**src/verilog/quad_pkg.sv**
```systemverilog
package quad_pkg;

    ////////////////////////////////////////////////////////////
    // Datapath widths and counts
    ////////////////////////////////////////////////////////////
    localparam int pixel_width  = 8;
    localparam int weight_width = 8;
    localparam int num_ce       = 4;
    localparam int num_taps     = 3;
    localparam int acc_width    = 19;
    localparam int cols_width   = 8;
    localparam int cfg_width    = 32;
    localparam int result_width = num_ce * acc_width;

    // Unsigned pixel times signed weight needs one extra bit
    localparam int prod_width = pixel_width + weight_width + 1;

    // Pixels needed before the first full window
    localparam logic [cols_width-1:0] win_lead = cols_width'(num_taps - 1);

    // Job controller states
    localparam logic [1:0] st_idle = 2'd0;
    localparam logic [1:0] st_run  = 2'd1;
    localparam logic [1:0] st_done = 2'd2;

    ////////////////////////////////////////////////////////////
    // Configuration word, job or weight view
    ////////////////////////////////////////////////////////////
    typedef union packed {
        struct packed {
            logic [cfg_width-cols_width-1:0] reserved;
            logic [cols_width-1:0]           num_cols;
        } job_cfg;
        // Engine 0 in the low byte
        struct packed {
            logic [num_ce-1:0][weight_width-1:0] weight;
        } weight_cfg;
    } cfg_word_u;

endpackage

```
**src/verilog/cnn_quad.sv**
```systemverilog
`timescale 1ns/1ps

module cnn_quad (
    input  logic                              clk_core,
    input  logic                              rst,
    input  logic                              cfg_wr,
    input  logic                              cfg_sel,
    input  quad_pkg::cfg_word_u               cfg_data,
    input  logic                              job_req,
    input  logic                              pixel_valid,
    input  logic [quad_pkg::pixel_width-1:0]  pixel_data,
    input  logic                              result_ready,
    output logic                              job_ack,
    output logic                              pixel_ready,
    output logic                              result_valid,
    output logic [quad_pkg::result_width-1:0] result_data
);

    logic win_clear;
    logic pixel_take;
    logic advance;
    logic result_taken;
    logic win_valid;
    logic [quad_pkg::num_taps-1:0][quad_pkg::pixel_width-1:0] win_pixels;
    logic [quad_pkg::num_ce-1:0][quad_pkg::num_taps-1:0][quad_pkg::weight_width-1:0] taps;

    ////////////////////////////////////////////////////////////
    // Job sequencing
    ////////////////////////////////////////////////////////////
    quad_ctrl u_quad_ctrl (
        .clk_core     (clk_core),
        .rst          (rst),
        .cfg_wr       (cfg_wr),
        .cfg_sel      (cfg_sel),
        .cfg_data     (cfg_data),
        .job_req      (job_req),
        .pixel_valid  (pixel_valid),
        .advance      (advance),
        .result_taken (result_taken),
        .job_ack      (job_ack),
        .pixel_ready  (pixel_ready),
        .pixel_take   (pixel_take),
        .win_clear    (win_clear)
    );

    ////////////////////////////////////////////////////////////
    // Window and weights side by side
    ////////////////////////////////////////////////////////////
    pixel_window u_pixel_window (
        .clk_core   (clk_core),
        .rst        (rst),
        .win_clear  (win_clear),
        .pixel_take (pixel_take),
        .advance    (advance),
        .pixel_data (pixel_data),
        .win_pixels (win_pixels),
        .win_valid  (win_valid)
    );

    weight_store u_weight_store (
        .clk_core (clk_core),
        .rst      (rst),
        .cfg_wr   (cfg_wr),
        .cfg_sel  (cfg_sel),
        .cfg_data (cfg_data),
        .taps     (taps)
    );

    // Four MAC lanes and the result register
    conv_engine u_conv_engine (
        .clk_core     (clk_core),
        .rst          (rst),
        .win_pixels   (win_pixels),
        .win_valid    (win_valid),
        .taps         (taps),
        .result_ready (result_ready),
        .result_valid (result_valid),
        .result_data  (result_data),
        .advance      (advance),
        .result_taken (result_taken)
    );

endmodule

```
**src/verilog/conv_engine.sv**
```systemverilog
`timescale 1ns/1ps

module conv_engine (
    input  logic                                                clk_core,
    input  logic                                                rst,
    input  logic [quad_pkg::num_taps-1:0][quad_pkg::pixel_width-1:0] win_pixels,
    input  logic                                                win_valid,
    input  logic [quad_pkg::num_ce-1:0][quad_pkg::num_taps-1:0][quad_pkg::weight_width-1:0] taps,
    input  logic                                                result_ready,
    output logic                                                result_valid,
    output logic [quad_pkg::result_width-1:0]                   result_data,
    output logic                                                advance,
    output logic                                                result_taken
);

    logic                                                       prod_valid;
    logic [quad_pkg::num_ce-1:0][quad_pkg::num_taps-1:0][quad_pkg::prod_width-1:0] prod;
    logic [quad_pkg::num_ce-1:0][quad_pkg::acc_width-1:0]       sum_next;

    // Whole pipeline stalls while the output word waits
    assign advance      = !result_valid || result_ready;
    assign result_taken = result_valid && result_ready;

    ////////////////////////////////////////////////////////////
    // Stage valid bits
    ////////////////////////////////////////////////////////////
    always_ff @(posedge clk_core) begin
        if (rst) begin
            prod_valid   <= 1'b0;
            result_valid <= 1'b0;
        end else if (advance) begin
            prod_valid   <= win_valid;
            result_valid <= prod_valid;
        end
    end

    ////////////////////////////////////////////////////////////
    // Product stage
    ////////////////////////////////////////////////////////////
    // Pixel is zero extended so the multiply stays signed
    always_ff @(posedge clk_core) begin
        if (advance && win_valid) begin
            for (int c = 0; c < quad_pkg::num_ce; c++) begin
                for (int t = 0; t < quad_pkg::num_taps; t++) begin
                    prod[c][t] <= $signed({1'b0, win_pixels[t]}) * $signed(taps[c][t]);
                end
            end
        end
    end

    // Sign extend each product before the add
    always_comb begin
        for (int c = 0; c < quad_pkg::num_ce; c++) begin
            sum_next[c] = '0;
            for (int t = 0; t < quad_pkg::num_taps; t++) begin
                sum_next[c] = sum_next[c] + quad_pkg::acc_width'($signed(prod[c][t]));
            end
        end
    end

    ////////////////////////////////////////////////////////////
    // Output register
    ////////////////////////////////////////////////////////////
    // Engine 0 in the low bits
    always_ff @(posedge clk_core) begin
        if (advance && prod_valid) begin
            for (int c = 0; c < quad_pkg::num_ce; c++) begin
                result_data[c*quad_pkg::acc_width +: quad_pkg::acc_width] <= sum_next[c];
            end
        end
    end

endmodule

```
**src/verilog/pixel_window.sv**
```systemverilog
`timescale 1ns/1ps

module pixel_window (
    input  logic                                                clk_core,
    input  logic                                                rst,
    input  logic                                                win_clear,
    input  logic                                                pixel_take,
    input  logic                                                advance,
    input  logic [quad_pkg::pixel_width-1:0]                    pixel_data,
    output logic [quad_pkg::num_taps-1:0][quad_pkg::pixel_width-1:0] win_pixels,
    output logic                                                win_valid
);

    // Fill level saturates at num_taps
    logic [1:0] fill;

    ////////////////////////////////////////////////////////////
    // Fill level and window valid
    ////////////////////////////////////////////////////////////
    always_ff @(posedge clk_core) begin
        if (rst || win_clear) begin
            fill      <= '0;
            win_valid <= 1'b0;
        end else if (pixel_take) begin
            if (fill != 2'(quad_pkg::num_taps)) begin
                fill <= fill + 1'b1;
            end
            // New window once this pixel completes it
            win_valid <= (fill >= 2'(quad_pkg::num_taps - 1));
        end else if (advance) begin
            // Product stage took the window
            win_valid <= 1'b0;
        end
    end

    // Oldest pixel in entry 0, newest shifts in at the top
    always_ff @(posedge clk_core) begin
        if (pixel_take) begin
            for (int t = 0; t < quad_pkg::num_taps - 1; t++) begin
                win_pixels[t] <= win_pixels[t+1];
            end
            win_pixels[quad_pkg::num_taps-1] <= pixel_data;
        end
    end

endmodule

```
**src/verilog/quad_ctrl.sv**
```systemverilog
`timescale 1ns/1ps

module quad_ctrl (
    input  logic                 clk_core,
    input  logic                 rst,
    input  logic                 cfg_wr,
    input  logic                 cfg_sel,
    input  quad_pkg::cfg_word_u  cfg_data,
    input  logic                 job_req,
    input  logic                 pixel_valid,
    input  logic                 advance,
    input  logic                 result_taken,
    output logic                 job_ack,
    output logic                 pixel_ready,
    output logic                 pixel_take,
    output logic                 win_clear
);

    logic [1:0]                      state;
    logic [quad_pkg::cols_width-1:0] num_cols;
    logic [quad_pkg::cols_width-1:0] pix_cnt;
    logic [quad_pkg::cols_width-1:0] res_cnt;
    logic [quad_pkg::cols_width-1:0] res_target;
    logic                            pix_left;

    // Short jobs give no full window and so no results
    assign res_target = (num_cols > quad_pkg::win_lead) ?
                        num_cols - quad_pkg::win_lead : '0;

    assign pix_left = (pix_cnt != num_cols);

    ////////////////////////////////////////////////////////////
    // Handshake outputs
    ////////////////////////////////////////////////////////////
    assign pixel_ready = (state == quad_pkg::st_run) && pix_left && advance;
    assign pixel_take  = pixel_ready && pixel_valid;
    assign win_clear   = (state == quad_pkg::st_idle) && job_req;
    assign job_ack     = (state == quad_pkg::st_done);

    ////////////////////////////////////////////////////////////
    // Job FSM and counters
    ////////////////////////////////////////////////////////////
    always_ff @(posedge clk_core) begin
        if (rst) begin
            state    <= quad_pkg::st_idle;
            num_cols <= '0;
            pix_cnt  <= '0;
            res_cnt  <= '0;
        end else begin
            case (state)
                quad_pkg::st_idle: begin
                    // Job word only taken between jobs
                    if (cfg_wr && !cfg_sel) begin
                        num_cols <= cfg_data.job_cfg.num_cols;
                    end
                    if (job_req) begin
                        pix_cnt <= '0;
                        res_cnt <= '0;
                        state   <= quad_pkg::st_run;
                    end
                end
                quad_pkg::st_run: begin
                    if (pixel_take) begin
                        pix_cnt <= pix_cnt + 1'b1;
                    end
                    if (result_taken) begin
                        res_cnt <= res_cnt + 1'b1;
                    end
                    // All pixels in and the last result accepted
                    if (!pix_left && (res_cnt == res_target)) begin
                        state <= quad_pkg::st_done;
                    end
                end
                quad_pkg::st_done: begin
                    if (!job_req) begin
                        state <= quad_pkg::st_idle;
                    end
                end
                default: begin
                    state <= quad_pkg::st_idle;
                end
            endcase
        end
    end

endmodule

```
**src/verilog/weight_store.sv**
```systemverilog
`timescale 1ns/1ps

module weight_store (
    input  logic                clk_core,
    input  logic                rst,
    input  logic                cfg_wr,
    input  logic                cfg_sel,
    input  quad_pkg::cfg_word_u cfg_data,
    output logic [quad_pkg::num_ce-1:0][quad_pkg::num_taps-1:0][quad_pkg::weight_width-1:0] taps
);

    logic [1:0] tap_sel;
    logic       wht_wr;

    assign wht_wr = cfg_wr && cfg_sel;

    ////////////////////////////////////////////////////////////
    // Tap row pointer, wraps after the last tap
    ////////////////////////////////////////////////////////////
    always_ff @(posedge clk_core) begin
        if (rst) begin
            tap_sel <= '0;
        end else if (wht_wr) begin
            if (tap_sel == 2'(quad_pkg::num_taps - 1)) begin
                tap_sel <= '0;
            end else begin
                tap_sel <= tap_sel + 1'b1;
            end
        end
    end

    // One weight word fills the same tap in every engine
    always_ff @(posedge clk_core) begin
        if (wht_wr) begin
            for (int c = 0; c < quad_pkg::num_ce; c++) begin
                taps[c][tap_sel] <= cfg_data.weight_cfg.weight[c];
            end
        end
    end

endmodule
```
**config.mk**
```make
export PLATFORM = sky130hd
export DESIGN_NAME = cnn_quad
export DESIGN_NICKNAME = d
export VERILOG_FILES = /design/src/verilog/quad_pkg.sv /design/src/verilog/cnn_quad.sv /design/src/verilog/conv_engine.sv /design/src/verilog/pixel_window.sv /design/src/verilog/quad_ctrl.sv /design/src/verilog/weight_store.sv
export SDC_FILE = /design/constraint.sdc
export NUM_CORES = 2
export LEC_CHECK = 0
export BUFFER_PORTS_ARGS = -buffer_cell sky130_fd_sc_hd__clkbuf_2
export CORE_UTILIZATION = 30
export CTS_BUF_LIST = sky130_fd_sc_hd__clkbuf_4 sky130_fd_sc_hd__clkbuf_8
export CTS_CLUSTER_DIAMETER = 100
export DETAILED_ROUTE_END_ITERATION = 10
export PLACE_DENSITY = 0.47
export SLEW_MARGIN = 0
export SYNTH_ARGS = -nofsm -noshare
export SYNTH_HDL_FRONTEND = slang
export SYNTH_HIERARCHICAL = 1
export SYNTH_SLANG_ARGS = --single-unit
```
**constraint.sdc**
```tcl
create_clock -name clk_core -period 7.8 [get_ports clk_core]
set_clock_uncertainty 0.05 [all_clocks]
set_input_delay 1.56 -clock clk_core [delete_from_list [all_inputs] [get_ports clk_core]]
set_output_delay 1.56 -clock clk_core [all_outputs]
set_load 0.02 [all_outputs]
```
Yosys cells after proc, flatten, opt, wreduce, memory -nomap -nowiden
Cells that the tools add are included.
Storage, ports and cells
  flip-flop bits (word level): 433
  latch bits: 0
  memory bits (writable): 0
  ROM bits: 0
  input port bits: 47
  output and inout bits: 79
  logic and storage cells: 120
  memories: 0
Operators by class
  add/sub/neg operators: 13
  multiply operators: 12
  divide/modulo/power cells: 0
  $lt $le $gt $ge: 4
  eq/ne operators: 11
  shift operators: 0
  muxes and demuxes: 19
  bitwise logic cells: 0
  reductions and logical operators: 24
Operators with widths (count)
  $mul 9x8->17: 12
  $bwmux 24: 4
  $add 19x19->19: 4
  $add 17x17->18: 4
  $mux 8: 5
  $pmux 8 s2: 2
  $add 8x1->8 const B: 2
  $demux 8 s2: 1
  $ne 2x2->1 const B: 6
  $logic_and 1x1->1: 11
  $reduce_and 3->1: 3
  $eq 8x8->1: 1
  $gt 8x2->1 const B: 1
  $mux 2: 4
  $ne 8x8->1: 1
  $sub 8x2->8 const B: 1
  $pmux 2 s3: 1
  $add 2x1->2 const B: 2
  $eq 2x2->1 const B: 2
  $reduce_and 2->1: 2
  $reduce_bool 2->1: 2
  $logic_not 1->1: 3
  $lt 2x3->1 const B: 1
  $eq 2x1->1 const B: 1
  other kinds (5): 7

Depth between registers and ports, before layout
  word-level depth: 6
  depth in mapped cells: 19
  gate-level depth less buffers: 18

Modules after synthesis
Netlist, hierarchy kept.
By module, submodules not included
  conv_engine: times used 1, cells an instance 4005, area each 39912.0 sq um, seq. area each 8448.1 sq um
  weight_store: times used 1, cells an instance 108, area each 2995.4 sq um, seq. area each 2922.8 sq um
  quad_ctrl: times used 1, cells an instance 203, area each 1666.6 sq um, seq. area each 520.5 sq um
  pixel_window: times used 1, cells an instance 39, area each 872.1 sq um, seq. area each 780.7 sq um

Worst setup path before layout
No wires, ideal clock.
  path kind: input to register
  start point: input port result_ready
  end point: register u_conv_engine/prod[0] (netlist bit), enable pin
  setup time: 590 ps
  data arrival time: 6465 ps
  data required time: 7160 ps
  path slack: 695 ps
  stages on the path: 2
  buffers on the path: 0
  cell sequence: nand2b_1 > and2_1
Between the ends
  word-level cells in the longest chain between the ends: 2
Ends and longest elaborated chain
  start, declared: line cnn_quad.sv:12  | input logic result_ready,
  $logic_or 1x1->1: line conv_engine.sv:21  | assign advance = !result_valid || result_ready;
  $logic_and 1x1->1: line conv_engine.sv:42  | if (advance && win_valid) begin
  end signal, assigned by index: line conv_engine.sv:45  | prod[c][t] <= $signed({1'b0, win_pixels[t]}) * $signed(taps[c][t]);
  end, declared: line conv_engine.sv:17  | logic [quad_pkg::num_ce-1:0][quad_pkg::num_taps-1:0][quad_pkg::prod_width-1:0] prod;
No other way between the ends.
A chain may end at the register's enable or synchronous reset.

Worst setup path after layout
  start point: register u_pixel_window/win_pixels[14] (netlist bit)
  end point: register u_conv_engine/prod[133] (netlist bit) (data pin)
Between the ends
  word-level cells in the longest chain between the ends: 1
Ends and longest elaborated chain
  start, declared: line pixel_window.sv:10  | output logic [quad_pkg::num_taps-1:0][quad_pkg::pixel_width-1:0] win_pixels,
  start signal, assigned by index: line pixel_window.sv:40  | win_pixels[t] <= win_pixels[t+1];
  start signal, assigned by index: line pixel_window.sv:42  | win_pixels[quad_pkg::num_taps-1] <= pixel_data;
  $mul 9x8->17: line conv_engine.sv:45
No other way between the ends.

==> results_dict.tcl <==
set metrics [dict create \
    status "completed" \
    tns_ns 0 \
    synthCells 4355 \
    grt_pass1_vias 31000 \
    cp.arrival_ns 5.90 \
    clkSinkCount 433 \
    antenna_left 0 \
    start_util_pct 30.3 \
    ys_seq_area_share_pct 27.9 \
    synth_warnings 6 \
    clk_pin_slew_ns 0.06 \
    dp_hpwl_um 86600 \
    vias_per_cell 4.54 \
    tritoncts "built" \
    synth_edf_count 400 \
    post_cts_buffers 0 \
    grt_start_max_net_pins 103 \
    drive_gt1_share_pct 7.47 \
    dp_slack_ns 2.41 \
    fp.dieArea_um2 153000 \
    htreeDepth 3 \
    io_pins 126 \
    synth.distinct_cells 87 \
    crit_path_start "u_pixel_window/win_pixels[14]$_DFFE_PP_" \
    clock_latency_ns 0.79 \
    place.gp.congestion 0.798 \
    hold_ws_ns 0.423 \
    antenna_found_initial 16 \
    period_share_pct 70.0 \
    clock.fmax_mhz 183 \
    r2r_start "u_pixel_window/win_pixels[14]$_DFFE_PP_" \
    fin_cells 6602 \
    worst_slack_ns 2.34 \
    first_iter_violations 1543 \
    coreArea_um2 150000 \
    synthFlopType "edfxtp_1" \
    slew_headroom_pct 24.2 \
    grt-ovfl-total 0 \
    worst-endpoint-required_ns 8.24 \
    dp.cells 6436 \
    routedWlPerCell_um 17.1 \
    async_flop_share_pct 0 \
    p_per_area_nw_per_um2 204 \
    first_pass_iters 5 \
    r2r_end "u_conv_engine/prod[133]$_DFFE_PP_" \
    r2r_slack_ns 2.34 \
    ctsHoldBuffers 0 \
    ir_worst_vdd_uv 131 \
    final-setup-viol-count 0 \
    synth_area_um2 45400 \
    grt_first_pass_wirelength_um 178000 \
    die-width_um 391 \
    clock_path_buffers 3 \
    cts_root_buffer "clkbuf_8" \
    die_h_um 391 \
    fin_nets 5662 \
    tightest_slew_ns 1.14 \
    hold_viol 0 \
    drc 0 \
    total_power_mw 10.3 \
    crit_end "u_conv_engine/prod[133]$_DFFE_PP_" \
    path_class "reg2reg" \
    rsz0062_at_grt "false" \
    port_buffers 125 \
    yosys_register_bits 433 \
    via_count 29900 \
    rows 142 \
    min_period_ns 5.46 \
    maxCapViolCount 0 \
    synthesis.nets 5507 \
    syn_area_per_cell_um2 10.4 \
    grt_usage_pct 15.1 \
    post_cts_resize_count 0 \
    drt-total-wl_um 113000 \
    worstSetupStartpointType "flop" \
    end_kind "flop" \
    cts_buffers 88 \
    p_leak_nw 22.8 \
    reg2reg_depth 15 \
    syn2layout_area_growth_pct 10.7 \
    drv_slew 0 \
    cp_max_fo 18 \
    worstHoldPathType "reg2reg" \
]
-- how the worst min path moves through the flow --
stage	startpoint	end	slack [ns]	depth (start not counted)
2_1_floorplan	u_conv_engine/prod_valid$_SDFFE_PP0N_	u_conv_engine/result_valid$_SDFFE_PP0N_	0.38	2
3_3_place_gp	u_conv_engine/prod_valid$_SDFFE_PP0N_	u_conv_engine/result_valid$_SDFFE_PP0N_	0.41	2
3_5_place_dp	u_conv_engine/prod_valid$_SDFFE_PP0N_	u_conv_engine/result_valid$_SDFFE_PP0N_	0.41	2
4_1_cts	u_conv_engine/prod_valid$_SDFFE_PP0N_	u_conv_engine/result_valid$_SDFFE_PP0N_	0.42	2
5_1_grt	u_conv_engine/prod_valid$_SDFFE_PP0N_	u_conv_engine/result_valid$_SDFFE_PP0N_	0.47	2
6_report	u_conv_engine/prod_valid$_SDFFE_PP0N_	u_conv_engine/result_valid$_SDFFE_PP0N_	0.42	2
-- report_power, final --
part           total (mW)  internal, mW  switching, mW
Sequential           2.99          2.90         0.0992
Combinational        4.76          2.03           2.73
Clock                2.53          1.39           1.14
Total                10.3          6.31           3.97
-- through the flow --
| step | utilization [%] | area [um2] |
|---|---|---|
| 6_report | 33.5 | 50300 |
| 5_1_grt | 33.5 | 50300 |
| 4_1_cts | 33.5 | 50300 |
| 3_5_place_dp | 32.3 | 48500 |
| 3_3_place_gp | 32.3 | 48500 |
| 2_1_floorplan | - | 45400 |
-- cell usage after synthesis, types with 6 or more instances --
| master | count | area (um2) |
|---|---|---|
| a31oi_1 | 11 | 68.8 |
| nand2_1 | 299 | 1120 |
| a21oi_1 | 133 | 666 |
| and3_1 | 15 | 93.8 |
| o31a_1 | 6 | 52.6 |
| nor4_1 | 11 | 68.8 |
| nor3_1 | 53 | 265 |
| or3_1 | 10 | 62.6 |
| nand3_1 | 34 | 170 |
| edfxtp_1 | 400 | 12000 |
| a31o_2 | 8 | 70.1 |
| o31ai_1 | 11 | 82.6 |
| or4_1 | 9 | 67.6 |
| nand2b_1 | 51 | 319 |
| o22ai_1 | 8 | 50.1 |
| buf_2 | 8 | 40.0 |
| inv_1 | 752 | 2820 |
| o21a_1 | 19 | 143 |
| dfxtp_1 | 33 | 661 |
| nand4b_1 | 6 | 52.6 |
| o21bai_1 | 15 | 113 |
| a311oi_1 | 6 | 52.6 |
| o211ai_1 | 14 | 105 |
| nor2b_1 | 45 | 282 |
| nor4b_1 | 7 | 61.3 |
| fa_1 | 516 | 10300 |
| o21ai_0 | 81 | 405 |
| nor3b_1 | 6 | 45.0 |
| clkbuf_1 | 81 | 304 |
| a211oi_1 | 20 | 150 |
| and2_1 | 499 | 3120 |
| nor2_1 | 209 | 785 |
| nand3b_1 | 6 | 45.0 |
| xor2_1 | 58 | 508 |
| a21o_1 | 48 | 360 |
| ha_1 | 589 | 7370 |
| xnor2_1 | 135 | 1180 |
| mux2i_1 | 13 | 130 |
| o21ai_1 | 23 | 115 |
| nand4_1 | 10 | 62.6 |
-- layout make-up --
type,count,area (um2)
diodes,6,15.0
repair buffers,157,878
multi-input cells,3077,29600
clock buffers,108,1390
flip-flops and latches,433,12700
fillers,15300,99800
inverters,753,2830
clock inverters,52,437
well taps,2016,2520
-- metal layers --
layer  up-vias  routed length [um]  global-route usage [%]
met5         -                  13                       0
met4         2                3080                    5.13
met3       131                4660                    2.02
met2       520               52500                    24.8
met1     14700               52800                    20.4
li1      14600                   -                       -
-- logic make-up (layout without fill, tap and decap cells) --
family	Yosys count	in the layout	synth area share, %
other cells	0	6	0
compound gates	475	475	7.13
fa+ha+maj	1105	1105	38.9
xor+xnor	193	193	3.72
buf+inv	845	1070	7.04
simple gates	1291	1291	15.0
flops	433	433	27.9
mux	13	13	0.286
-- critical path: stages, from the launching register on --
cell and delay (ns):
edfxtp_1 0.94, buf_4 0.42, nand2_1 0.11, fa_1 0.40, fa_1 0.54, inv_1 0.05, fa_1 0.55, inv_1 0.06
fa_1 0.48, inv_1 0.05, ha_1 0.31, o21ai_1 0.22, a21oi_1 0.12, o41ai_4 0.36, nor3_1 0.10, or3_1 0.40
-- flip-flops by register name (all words and copies together) (netlist names), 2 cells and up --
| signal | count |
|---|---|
| u_conv_engine/result_data | 76 |
| u_quad_ctrl/state | 2 |
| u_pixel_window/fill | 2 |
| u_weight_store/tap_sel | 2 |
| u_weight_store/taps | 96 |
| u_quad_ctrl/res_cnt | 8 |
| u_conv_engine/prod | 204 |
| u_quad_ctrl/num_cols | 8 |
| u_quad_ctrl/pix_cnt | 8 |
| u_pixel_window/win_pixels | 24 |
-- cell usage in the layout (no fill, tap or decap), drive strengths merged, types with 19 or more instances in the layout --
master,synthesis,routed
nor2,209,209
a211oi,20,20
inv,752,753
xor2,58,58
a21o,48,48
nor2b,45,45
clkbuf,81,233
xnor2,135,135
fa,516,516
o21ai,105,105
o21a,19,19
nand3,35,35
nand2,300,300
edfxtp,400,400
ha,589,589
and2,499,499
nand2b,51,51
a21oi,136,136
dfxtp,33,33
nor3,53,53
clkinv,1,37
buf,11,32
(Power assumes the default switching activity.)
